**src/common/axis_if.sv**
```systemverilog
// Valid/ready stream interface with the payload given as a type parameter
interface axis_if #(
    parameter type payload_t = logic [7:0]
) ();

    logic     tvalid;   // Source offers a beat
    logic     tready;   // Sink takes it on this edge
    payload_t tdata;

    modport master (output tvalid, output tdata, input tready);
    modport slave  (input tvalid, input tdata, output tready);

endinterface

```
**src/stream_fifo.sv**
```systemverilog
// Stream FIFO, a small circular buffer between a slave and a master stream
module stream_fifo #(
    parameter type payload_t  = logic [7:0],
    parameter int  FIFO_DEPTH = 4
) (
    input  logic   clk_i,
    input  logic   arstn_i,
    axis_if.slave  s_axis,
    axis_if.master m_axis
);

    localparam int PTR_W = $clog2(FIFO_DEPTH);
    localparam int CNT_W = $clog2(FIFO_DEPTH + 1);
    localparam logic [CNT_W-1:0] FULL = CNT_W'(FIFO_DEPTH);

    payload_t         mem [FIFO_DEPTH];
    logic [PTR_W-1:0] wr_ptr;
    logic [PTR_W-1:0] rd_ptr;
    logic [CNT_W-1:0] count;
    logic             wr_en;
    logic             rd_en;

    assign wr_en = s_axis.tvalid && s_axis.tready;
    assign rd_en = m_axis.tvalid && m_axis.tready;

    assign s_axis.tready = (count != FULL);
    assign m_axis.tvalid = (count != '0);
    assign m_axis.tdata  = mem[rd_ptr];

    always_ff @(posedge clk_i) begin
        if (wr_en) begin
            mem[wr_ptr] <= s_axis.tdata;
        end
    end

    // Depth is a power of two, so the pointers wrap by themselves
    always_ff @(posedge clk_i or negedge arstn_i) begin
        if (!arstn_i) begin
            wr_ptr <= '0;
            rd_ptr <= '0;
            count  <= '0;
        end else begin
            if (wr_en) begin
                wr_ptr <= wr_ptr + 1'b1;
            end
            if (rd_en) begin
                rd_ptr <= rd_ptr + 1'b1;
            end
            case ({wr_en, rd_en})
                2'b10:   count <= count + 1'b1;
                2'b01:   count <= count - 1'b1;
                default: count <= count;   // Idle, or read and write together
            endcase
        end
    end

endmodule

```
**src/flat_wrapper.sv**
```systemverilog
// flat-port wrapper written by rule: the top's interface ports become plain ports
module stream_fifo_flat 
#(
    parameter type payload_t  = logic [7:0],
    parameter int  FIFO_DEPTH = 4
)
  (clk_i, arstn_i, s_axis_tvalid, s_axis_tdata, s_axis_tready, m_axis_tvalid, m_axis_tdata, m_axis_tready);
  axis_if #(.payload_t(payload_t)) s_axis_i ();
  axis_if #(.payload_t(payload_t)) m_axis_i ();
  input  logic clk_i;
  input  logic arstn_i;
  input wire logic [$bits(s_axis_i.tvalid)-1:0] s_axis_tvalid;
  input wire logic [$bits(s_axis_i.tdata)-1:0] s_axis_tdata;
  output wire logic [$bits(s_axis_i.tready)-1:0] s_axis_tready;
  output wire logic [$bits(m_axis_i.tvalid)-1:0] m_axis_tvalid;
  output wire logic [$bits(m_axis_i.tdata)-1:0] m_axis_tdata;
  input wire logic [$bits(m_axis_i.tready)-1:0] m_axis_tready;
  assign s_axis_i.tvalid = s_axis_tvalid;
  assign s_axis_i.tdata = s_axis_tdata;
  assign s_axis_tready = s_axis_i.tready;
  assign m_axis_tvalid = m_axis_i.tvalid;
  assign m_axis_tdata = m_axis_i.tdata;
  assign m_axis_i.tready = m_axis_tready;
  stream_fifo #(.payload_t(payload_t), .FIFO_DEPTH(FIFO_DEPTH)) u_core (.clk_i(clk_i), .arstn_i(arstn_i), .s_axis(s_axis_i), .m_axis(m_axis_i));
endmodule
```
**config.mk**
```make
export PLATFORM = sky130hd
export DESIGN_NAME = stream_fifo_flat
export DESIGN_NICKNAME = d
export VERILOG_FILES = /design/src/common/axis_if.sv /design/src/stream_fifo.sv /design/src/flat_wrapper.sv
export SDC_FILE = /design/constraint.sdc
export NUM_CORES = 1
export LEC_CHECK = 0
export ABC_AREA = 0
export BUFFER_PORTS_ARGS = -buffer_cell sky130_fd_sc_hd__buf_2
export CORE_UTILIZATION = 50
export CTS_BUF_LIST = sky130_fd_sc_hd__clkbuf_8
export DETAILED_ROUTE_END_ITERATION = 8
export MAX_ROUTING_LAYER = met4
export PLACE_DENSITY = 0.69
export REMOVE_ABC_BUFFERS = 1
export SYNTH_ARGS = -nofsm -noshare
export SYNTH_HDL_FRONTEND = slang
export SYNTH_SLANG_ARGS = --single-unit
```
**constraint.sdc**
```tcl
create_clock -name clk_i -period 6.2 [get_ports clk_i]
set_input_delay 1.24 -clock clk_i [delete_from_list [all_inputs] [get_ports clk_i]]
set_output_delay 1.24 -clock clk_i [all_outputs]
set_load 0.02 [all_outputs]
```
==> run metrics <==
status=finished, final reports clean; HPWL after DPL=1660 microns; first-pass GRT wire length=3840 microns; period utilization=0.485; area growth from synthesis to layout=17.0%; Cells after Synth=80; largest net degree at the start of global routing=13; Avg Cell Area, Syn=19.8 sq um; Synth cell types=19; die height=58.2 microns; Yosys reg bits=39; filler instances=235; Root Driver=clkbuf_8; # port buffers=21; TritonRoute pass-1 iters=4; Hold Buf Count CTS=0; count of final setup violators=0; Max VDD drop=295 uV; GRT Residual Overflow=0; WP data required=4.96 ns; Hold Path Class=reg -> reg; commonest cells after routing, fill and taps aside=edfxtp_1 (32), buf_2 (21), mux4_2 (8); # resized after CTS=0; fmax=0.332 GHz; relative slew slack=0.604; RSZ-0062 raised after global routing=no; minimum clock period=3.01 ns; vias in the first global route=798; commonest non-fill, non-tap cell in the layout=edfxtp_1; io pins=22; Routed WL per cell=15.8 microns; Syn. warnings=0; crit path launch type=flop; vias=776; P_leak=0.710 nW; critical path arrival=1.77 ns; CP max FO=10; Max Root-Sink Buffers=2; dpl cells=143; Sink Count=39; share of cells above drive strength 1=0.430; Rows=20; initial antenna violation count=0; total track usage=0.174; n_diodes=0; total number of H-tree levels=2; TritonCTS Buffers=5; synthesized cell area=1580 sq um; WL final=2380 microns; Seq/Total Area, Yosys=0.718; pwr/cell area=498 nW/um^2; nets@finish=124; Final ANT Viol Nets=0; worst slack, placed=3.43 ns; Clock Latency Late Sink=0.28 ns; DRC viols=0; total power=0.921 mW; skew final=0.00566 ns; TNS Setup=0 ns; die footprint=3390 sq um; core area=3030 sq um; CTS tree=yes; DIE WIDTH=58.2 microns; RePlAce Congestion=0.694; fin worst setup slack=3.19 ns; DR iter-0 viols=10; Finished Layout Cells=151; routed vias/inst=5.14; WS Path Type=reg -> out; nature of the critical path endpoint=output pin; Clock transition at path regs=0.07 ns; setup bufs post-CTS=0; Fin. Hold Viols=0; Starting Density=0.522; Worst Tran Pin Value=0.594 ns; Slew Viols, Final=0; Max Cap Viol=0
## sequential cells by signal (all words and copies together) (netlist names)
| register | cells |
|---|---|
| u_core.mem | 32 |
| u_core.count | 3 |
| u_core.rd_ptr | 2 |
| u_core.wr_ptr | 2 |
## routing by layer
metal | track usage | up-vias | wire length, microns
li1 | - | 355 | -
met1 | 0.217 | 395 | 1040
met2 | 0.258 | 21 | 1190
met3 | 0.0580 | 5 | 106
met4 | 0.0816 | 0 | 44
met5 | - | - | 0
## cells in the mapped netlist, drive strengths merged
library cell	number	area, sq um
or3	1	7.51
xnor2	3	26.3
mux2	1	15.0
o21ai	1	5.00
fa	1	20.0
buf	2	8.75
nor2	1	3.75
dfrtp	7	175
ha	5	62.6
o31a	1	10.0
inv	6	22.5
xor2	3	26.3
mux4	8	180
and3	4	30.0
or3b	1	11.3
and2	1	8.76
nand2	2	7.51
edfxtp	32	961
## through the flow
| stage | area (sq um) | util | hold WS, ns |
|---|---|---|---|
| 3_5_place_dp | 1730 | 0.572 | 0.511 |
| 4_1_cts | 1850 | 0.611 | 0.520 |
| 6_report | 1850 | 0.611 | 0.526 |
| 3_3_place_gp | 1730 | 0.572 | 0.490 |
| 5_1_grt | 1850 | 0.611 | 0.566 |
| 2_1_floorplan | 1570 | - | 0.471 |
## layout make-up
class,instances,area [sq um],share of cell area
Clock inverter,2,35.0,0.0189
Sequential cell,39,1140,0.614
Clock buffer,6,82.6,0.0446
Inverter,6,22.5,0.0122
Timing Repair Buffer,21,105,0.0568
Multi-Input combinational cell,33,414,0.224
Tap cell,44,55.1,0.0297
## cell families (layout without fill, tap and decap cells)
family                     Yosys count  after routing  synth area share
AOI/OAI and AO/OA                    2              2           0.00949
xor gates and xnor gates             6              6            0.0332
adders and majority gates            6              6            0.0522
buffers and inverters                8             35            0.0198
DFF                                 39             39             0.718
muxes                                9              9             0.123
and+or+nand+nor                     10             10            0.0435
## worst paths after layout
path	start	to	slack (ns)	cells after the start
max in group asynchronous	arstn_i	u_core.rd_ptr[1]	5.27	1
worst max-delay path	u_core.rd_ptr[0]	m_axis_tdata[0]	3.19	2
worst min-delay path	u_core.count[2]	u_core.count[2]	0.53	1
worst max register to register	u_core.count[1]	u_core.count[2]	3.90	9
min in group asynchronous	arstn_i	u_core.count[0]	0.77	1
worst min register to register	u_core.count[2]	u_core.count[2]	0.53	1
## power breakdown
part	total, mW	internal, mW	switching, mW	leakage [nW]
Combinational	0.293	0.142	0.151	0.273
Sequential	0.414	0.355	0.0591	0.375
Clock	0.215	0.130	0.0844	0.0612
## critical path, stage by stage, from the launching register on
cell and delay [ns]:
dfrtp_1 0.72, mux4_2 0.59, buf_2 0.17
Note: power is estimated with default switching activity, not from simulation.
