[src/common/uart_pkg.sv]
// UART package with the received byte type and the receiver FSM states
package uart_pkg;

    // Data bits in one frame, no parity
    localparam int UART_DATA_BITS = 8;

    // One received data byte
    typedef logic [UART_DATA_BITS-1:0] uart_byte_t;

    // Receiver FSM
    typedef enum logic [2:0] {
        RX_IDLE  = 3'b000,   // Line idle, waiting for a falling edge
        RX_START = 3'b001,   // Half a bit to the middle of the start bit
        RX_DATA  = 3'b010,   // Eight data bits, LSB first
        RX_STOP  = 3'b011,   // Stop bit period, level not checked
        RX_WAIT  = 3'b100    // One cycle before going idle again
    } rx_state_t;

endpackage

[src/common/axis_if.sv]
// Valid/ready stream interface with the payload given as a type parameter
interface axis_if #(
    parameter type payload_t = logic [7:0]
) ();

    logic     tvalid;   // Source offers a beat
    logic     tready;   // Sink takes it on this edge
    payload_t tdata;

    modport master (output tvalid, output tdata, input tready);
    modport slave  (input tvalid, input tdata, output tready);

endinterface

[src/uart_rx/axis_uart_rx.sv]
// UART receiver that turns one serial frame into one beat on a valid/ready stream
module axis_uart_rx
    import uart_pkg::*;
#(
    parameter int CLK_FREQ  = 25_000_000,
    parameter int BAUD_RATE = 1_562_500
) (
    input  logic   clk_i,
    input  logic   arstn_i,
    input  logic   uart_rx_i,
    axis_if.master m_axis
);

    localparam int RATIO = CLK_FREQ / BAUD_RATE;   // Clocks per bit
    localparam int CNT_W = $clog2(RATIO);
    localparam int BIT_W = $clog2(UART_DATA_BITS);
    localparam logic [CNT_W-1:0] FULL_TICK = CNT_W'(RATIO - 1);
    localparam logic [CNT_W-1:0] HALF_TICK = CNT_W'(RATIO / 2 - 1);
    localparam logic [BIT_W-1:0] LAST_BIT  = BIT_W'(UART_DATA_BITS - 1);

    rx_state_t        state;
    logic [1:0]       rx_sync;
    logic             rx_line;
    logic [CNT_W-1:0] baud_cnt;
    logic [BIT_W-1:0] bit_cnt;
    logic             baud_tick;
    logic             data_done;
    logic             data_done_d;
    uart_byte_t       rx_shift;
    uart_byte_t       tdata_q;
    logic             tvalid_q;

    ////////////////////////////////////////////////////////////
    // Line synchronizer and bit timing
    ////////////////////////////////////////////////////////////

    // The serial line is asynchronous to clk_i
    always_ff @(posedge clk_i or negedge arstn_i) begin
        if (!arstn_i) begin
            rx_sync <= 2'b11;   // Idle line is high
        end else begin
            rx_sync <= {rx_sync[0], uart_rx_i};
        end
    end

    assign rx_line = rx_sync[1];

    // The start state ends in the middle of the start bit, so every later tick
    // lands in the middle of a bit
    assign baud_tick = (state == RX_START) ? (baud_cnt == HALF_TICK) : (baud_cnt == FULL_TICK);
    assign data_done = (state == RX_DATA) && baud_tick && (bit_cnt == LAST_BIT);

    always_ff @(posedge clk_i or negedge arstn_i) begin
        if (!arstn_i) begin
            baud_cnt <= '0;
        end else if ((state inside {RX_START, RX_DATA, RX_STOP}) && !baud_tick) begin
            baud_cnt <= baud_cnt + 1'b1;
        end else begin
            baud_cnt <= '0;
        end
    end

    always_ff @(posedge clk_i or negedge arstn_i) begin
        if (!arstn_i) begin
            bit_cnt <= '0;
        end else if (state != RX_DATA) begin
            bit_cnt <= '0;
        end else if (baud_tick) begin
            bit_cnt <= bit_cnt + 1'b1;
        end
    end

    ////////////////////////////////////////////////////////////
    // Frame FSM
    ////////////////////////////////////////////////////////////

    always_ff @(posedge clk_i or negedge arstn_i) begin
        if (!arstn_i) begin
            state <= RX_IDLE;
        end else begin
            case (state)
                RX_IDLE: begin
                    if (!rx_line) begin
                        state <= RX_START;
                    end
                end
                RX_START: begin
                    // A high line at mid start bit was only a glitch
                    if (baud_tick) begin
                        state <= rx_line ? RX_IDLE : RX_DATA;
                    end
                end
                RX_DATA: begin
                    if (data_done) begin
                        state <= RX_STOP;
                    end
                end
                RX_STOP: begin
                    if (baud_tick) begin
                        state <= RX_WAIT;
                    end
                end
                RX_WAIT: state <= RX_IDLE;
                default: state <= RX_IDLE;
            endcase
        end
    end

    // LSB arrives first and shifts down from the top
    always_ff @(posedge clk_i) begin
        if ((state == RX_DATA) && baud_tick) begin
            rx_shift <= {rx_line, rx_shift[UART_DATA_BITS-1:1]};
        end
    end

    ////////////////////////////////////////////////////////////
    // Output beat
    ////////////////////////////////////////////////////////////

    always_ff @(posedge clk_i or negedge arstn_i) begin
        if (!arstn_i) begin
            data_done_d <= 1'b0;
        end else begin
            data_done_d <= data_done;   // Last bit is in the shift register now
        end
    end

    always_ff @(posedge clk_i) begin
        if (data_done_d) begin
            tdata_q <= rx_shift;
        end
    end

    // A new byte wins over an acceptance in the same cycle
    always_ff @(posedge clk_i or negedge arstn_i) begin
        if (!arstn_i) begin
            tvalid_q <= 1'b0;
        end else if (data_done_d) begin
            tvalid_q <= 1'b1;
        end else if (m_axis.tready) begin
            tvalid_q <= 1'b0;
        end
    end

    assign m_axis.tvalid = tvalid_q;
    assign m_axis.tdata  = tdata_q;

endmodule
[src/flat_wrapper.sv]
// flat-port wrapper written by rule: the top's interface ports become plain ports
module axis_uart_rx_flat import uart_pkg::*;
#(
    parameter int CLK_FREQ  = 25_000_000,
    parameter int BAUD_RATE = 1_562_500
)
  (clk_i, arstn_i, uart_rx_i, m_axis_tvalid, m_axis_tdata, m_axis_tready);
  axis_if m_axis_i ();
  input  logic clk_i;
  input  logic arstn_i;
  input  logic uart_rx_i;
  output wire logic [$bits(m_axis_i.tvalid)-1:0] m_axis_tvalid;
  output wire logic [$bits(m_axis_i.tdata)-1:0] m_axis_tdata;
  input wire logic [$bits(m_axis_i.tready)-1:0] m_axis_tready;
  assign m_axis_tvalid = m_axis_i.tvalid;
  assign m_axis_tdata = m_axis_i.tdata;
  assign m_axis_i.tready = m_axis_tready;
  axis_uart_rx #(.CLK_FREQ(CLK_FREQ), .BAUD_RATE(BAUD_RATE)) u_core (.clk_i(clk_i), .arstn_i(arstn_i), .uart_rx_i(uart_rx_i), .m_axis(m_axis_i));
endmodule
[config.mk]
export PLATFORM = sky130hd
export DESIGN_NAME = axis_uart_rx_flat
export DESIGN_NICKNAME = d
export VERILOG_FILES = /design/src/common/uart_pkg.sv /design/src/common/axis_if.sv /design/src/uart_rx/axis_uart_rx.sv /design/src/flat_wrapper.sv
export SDC_FILE = /design/constraint.sdc
export NUM_CORES = 1
export LEC_CHECK = 0
export ABC_CLOCK_PERIOD_IN_PS = 1900
export BUFFER_PORTS_ARGS = -buffer_cell sky130_fd_sc_hd__buf_4
export CAP_MARGIN = 20
export CORE_MARGIN = 2
export CORE_UTILIZATION = 55
export DETAILED_ROUTE_END_ITERATION = 8
export HOLD_SLACK_MARGIN = 0.12
export PLACE_DENSITY = 0.79
export SLEW_MARGIN = 20
export SYNTH_ARGS = -nofsm -noshare
export SYNTH_HDL_FRONTEND = slang
export SYNTH_SLANG_ARGS = --single-unit
[constraint.sdc]
create_clock -name clk_i -period 1.9 [get_ports clk_i]
set_input_delay 0.38 -clock clk_i [delete_from_list [all_inputs] [get_ports clk_i]]
set_output_delay 0.38 -clock clk_i [all_outputs]
set_load 0.01 [all_outputs]
==> impl_metrics.csv <==
group,metric,value,unit
clocking,cts_buffers,5,
drt,dr.pass1.iters,4,
timing,fin_ws,0.370,ns
placed_design,port_buffers,12,
pwr,p_total,1.44,mW
clocking,path_clk_slew,0.08,ns
synth,synth_ff_type,"edfxtp_1",
final_layout,areaGrowthSynthToFinish,15.3,%
timing,hold_viol,0,
final_layout,post-route-util,0.677,
final_layout,final_layout_size_suffix_gt1_frac,0.253,
worst_setup_path,path_max_fanout,6,
timing,fmax,654,MHz
pwr,power_density,1080,nW/µm²
worst_setup_path,r2r_slack,0.37,ns
timing,skew,0.00664,ns
min_path,holdCritPathClass,"primary input to register",
timing,fin_crit_sh,0.805,
worst_setup_path,crit_required,2.15,ns
clocking,h-tree-depth,2,
synth,synth_fp_nets,82,
min_path,hold_depth,1,
floorplan,ios,13,
timing,tightest_slew,0.335,ns
global_route,antenna_found_initial,0,
drt,drcViolationCount,0,
synth,synth_seq_cells,30,
timing,finalSetupViolations,0,
global_route,grt_pass1_wl,2850,µm
clocking,cts_tree,"done",
global_route,grt_overflow,0,
clocking,clk_path_buf_depth,2,
min_path,holdPathEnd,"u_core.rx_sync[0]$_DFF_PN1_",
placed_design,pre_cts_slack,0.388,ns
worst_setup_path,r2r_start,"u_core.baud_cnt[0]$_DFF_PN0_",
status,status,"completed",
drt,drt_iter0_markers,17,
global_route,grt_pass1_vias,627,
synth,syn_area_per_cell,15.3,µm²
clocking,ctsResizeCount,0,
pwr,ir_worst_vdd,711,µV
clocking,clock-sinks,30,
global_route,gr-usage-all-layers,0.164,
drt,viasPerCell,5.21,
final_layout,nets,101,
floorplan,die_height,49.8,µm
clocking,clk-insertion-delay-late,0.32,ns
drt,ant_nets,0,
clocking,cts_setup_buffers,0,
placed_design,dp_hpwl,1200,µm
timing,relSlewSlack,0.777,
placed_design,gp_congestion,0.708,
floorplan,start_util,0.587,
worst_setup_path,r2r_end,"u_core.bit_cnt[0]$_DFFE_PN0P_",
pwr,leakage,0.564,nW
timing,finalCriticalPeriod,1.53,ns
synth,synth_edf_count,16,
job,drv_cap,0,
min_path,hp-start,"uart_rx_i",
worst_setup_path,crit_arrival,1.78,ns
synth,syn-cell-area,1150,µm²
drt,vias,636,
worst_setup_path,crit_path_end_kind,"register",
clocking,cts_hold_buf,1,
synth,synth_cell_types,31,
timing,rsz0062_at_grt,"no",
floorplan,die_w,49.8,µm
floorplan,core_area,1960,µm²
floorplan,die_area,2480,µm²
drt,routedWlPerCell,13.4,µm
global_route,grt_max_degree,15,
worst_setup_path,critPathLaunchType,"register",
synth,syn-instance-count,75,
timing,finalSetupTns,0,ns
clocking,cts_root_buffer,"clkbuf_4",
synth,synth-async-reset-ratio,0.467,
drt,routed_wl,1640,µm
final_layout,antenna_cells,0,
timing,final_max_slew_viol_count,0,
floorplan,row_count,16,
synth,yosysWarningCount,0,
worst_setup_path,ff2ff_path_depth,4,
synth,yosysSeqAreaShare,0.724,
worst_setup_path,crit_type,"register to register",
-- cells in the mapped netlist, drive strengths merged, types with 2 or more instances --
library cell  instances  area (µm²)
buf                   2        18.8
nor2                  3        11.3
a21oi                 2        13.8
dfrtp                12         300
nand4b                5        43.8
ha                    3        37.5
a21o                  2        15.0
dfstp                 2        52.6
nand3                 3        15.0
nand2                 3        11.3
edfxtp               16         480
nor3                  5        25.0
-- through the flow --
stage,hold WS (ns),instance area (µm²),std cells
floorplan,0.0844,1150,75
global placement,0.235,1270,113
detailed placement,0.236,1270,113
CTS,0.146,1330,122
global route,0.144,1330,122
finish,0.165,1330,122
-- layout make-up --
cell class | count | area [µm²]
Timing Repair Buffer | 15 | 115
Inverter | 1 | 3.75
Clock buffer | 6 | 41.3
Multi-Input combinational cell | 41 | 292
Clock inverter | 2 | 8.76
Tap cell | 27 | 33.8
Sequential cell | 30 | 833
Fill cell | 156 | 634
-- logic make-up after synthesis --
family                   Yosys count  share of synthesized area
flip-flops                        30                      0.724
XOR/XNOR                           2                     0.0152
buffers and inverters              4                     0.0228
adder cells (fa/ha/maj)            3                     0.0326
AND/OR/NAND/NOR                   29                      0.160
AO/OA/AOI/OAI                      6                     0.0359
multiplexers                       1                    0.00978
-- report_power, final --
part	internal [mW]	switching (mW)
sequential	0.749	0.0950
clock	0.138	0.191
combinational	0.139	0.126
total	1.03	0.412
-- flip-flops by register name, indices dropped and copies added (netlist names) --
| register | count |
|---|---|
| u_core.m_axis.tdata | 8 |
| u_core.rx_shift | 8 |
| u_core.baud_cnt | 4 |
| u_core.bit_cnt | 3 |
| u_core.state | 3 |
| u_core.rx_sync | 2 |
| u_core.data_done_d | 1 |
| u_core.m_axis.tvalid | 1 |
-- worst max-delay path, stage by stage, from the launching register on --
cell,delay (ns)
dfrtp_1,0.39
ha_1,0.28
nand3_1,0.20
or4b_1,0.50
nand2_1,0.10
-- metal layers --
layer  vias up  share of wire  routed length, µm  global-route usage
li1        318              -                  -                   -
met1       301           0.42                691               0.189
met2        11           0.51                843               0.260
met3         6          0.036                 59              0.0455
met4         0          0.026                 43               0.125
met5         -              0                  0                   0
-- worst max-delay path by stage --
stage	start	end	slack, ns	cells past startpoint
floorplan	u_core.state[2]$_DFFE_PN0P_	u_core.rx_shift[0]$_DFFE_PP_	0.36	4
global placement	u_core.state[2]$_DFFE_PN0P_	u_core.rx_shift[0]$_DFFE_PP_	0.43	4
detailed placement	u_core.baud_cnt[0]$_DFF_PN0_	u_core.bit_cnt[0]$_DFFE_PN0P_	0.39	4
CTS	u_core.baud_cnt[0]$_DFF_PN0_	u_core.bit_cnt[0]$_DFFE_PN0P_	0.37	4
global route	u_core.baud_cnt[0]$_DFF_PN0_	u_core.rx_shift[0]$_DFFE_PP_	0.24	4
finish	u_core.baud_cnt[0]$_DFF_PN0_	u_core.bit_cnt[0]$_DFFE_PN0P_	0.37	4
-- cell usage in the layout (no fill, tap or decap), types with 2 or more instances in the layout --
| cell type | n |
|---|---|
| a21o_1 | 2 |
| buf_4 | 14 |
| clkbuf_4 | 5 |
| dfrtp_1 | 12 |
| dfstp_2 | 2 |
| edfxtp_1 | 16 |
| ha_1 | 3 |
| nand2_1 | 3 |
| nand3_1 | 3 |
| nand4b_1 | 5 |
| nor2_1 | 3 |
| nor3_1 | 5 |
No activity file was read; power rests on OpenSTA's default activity.
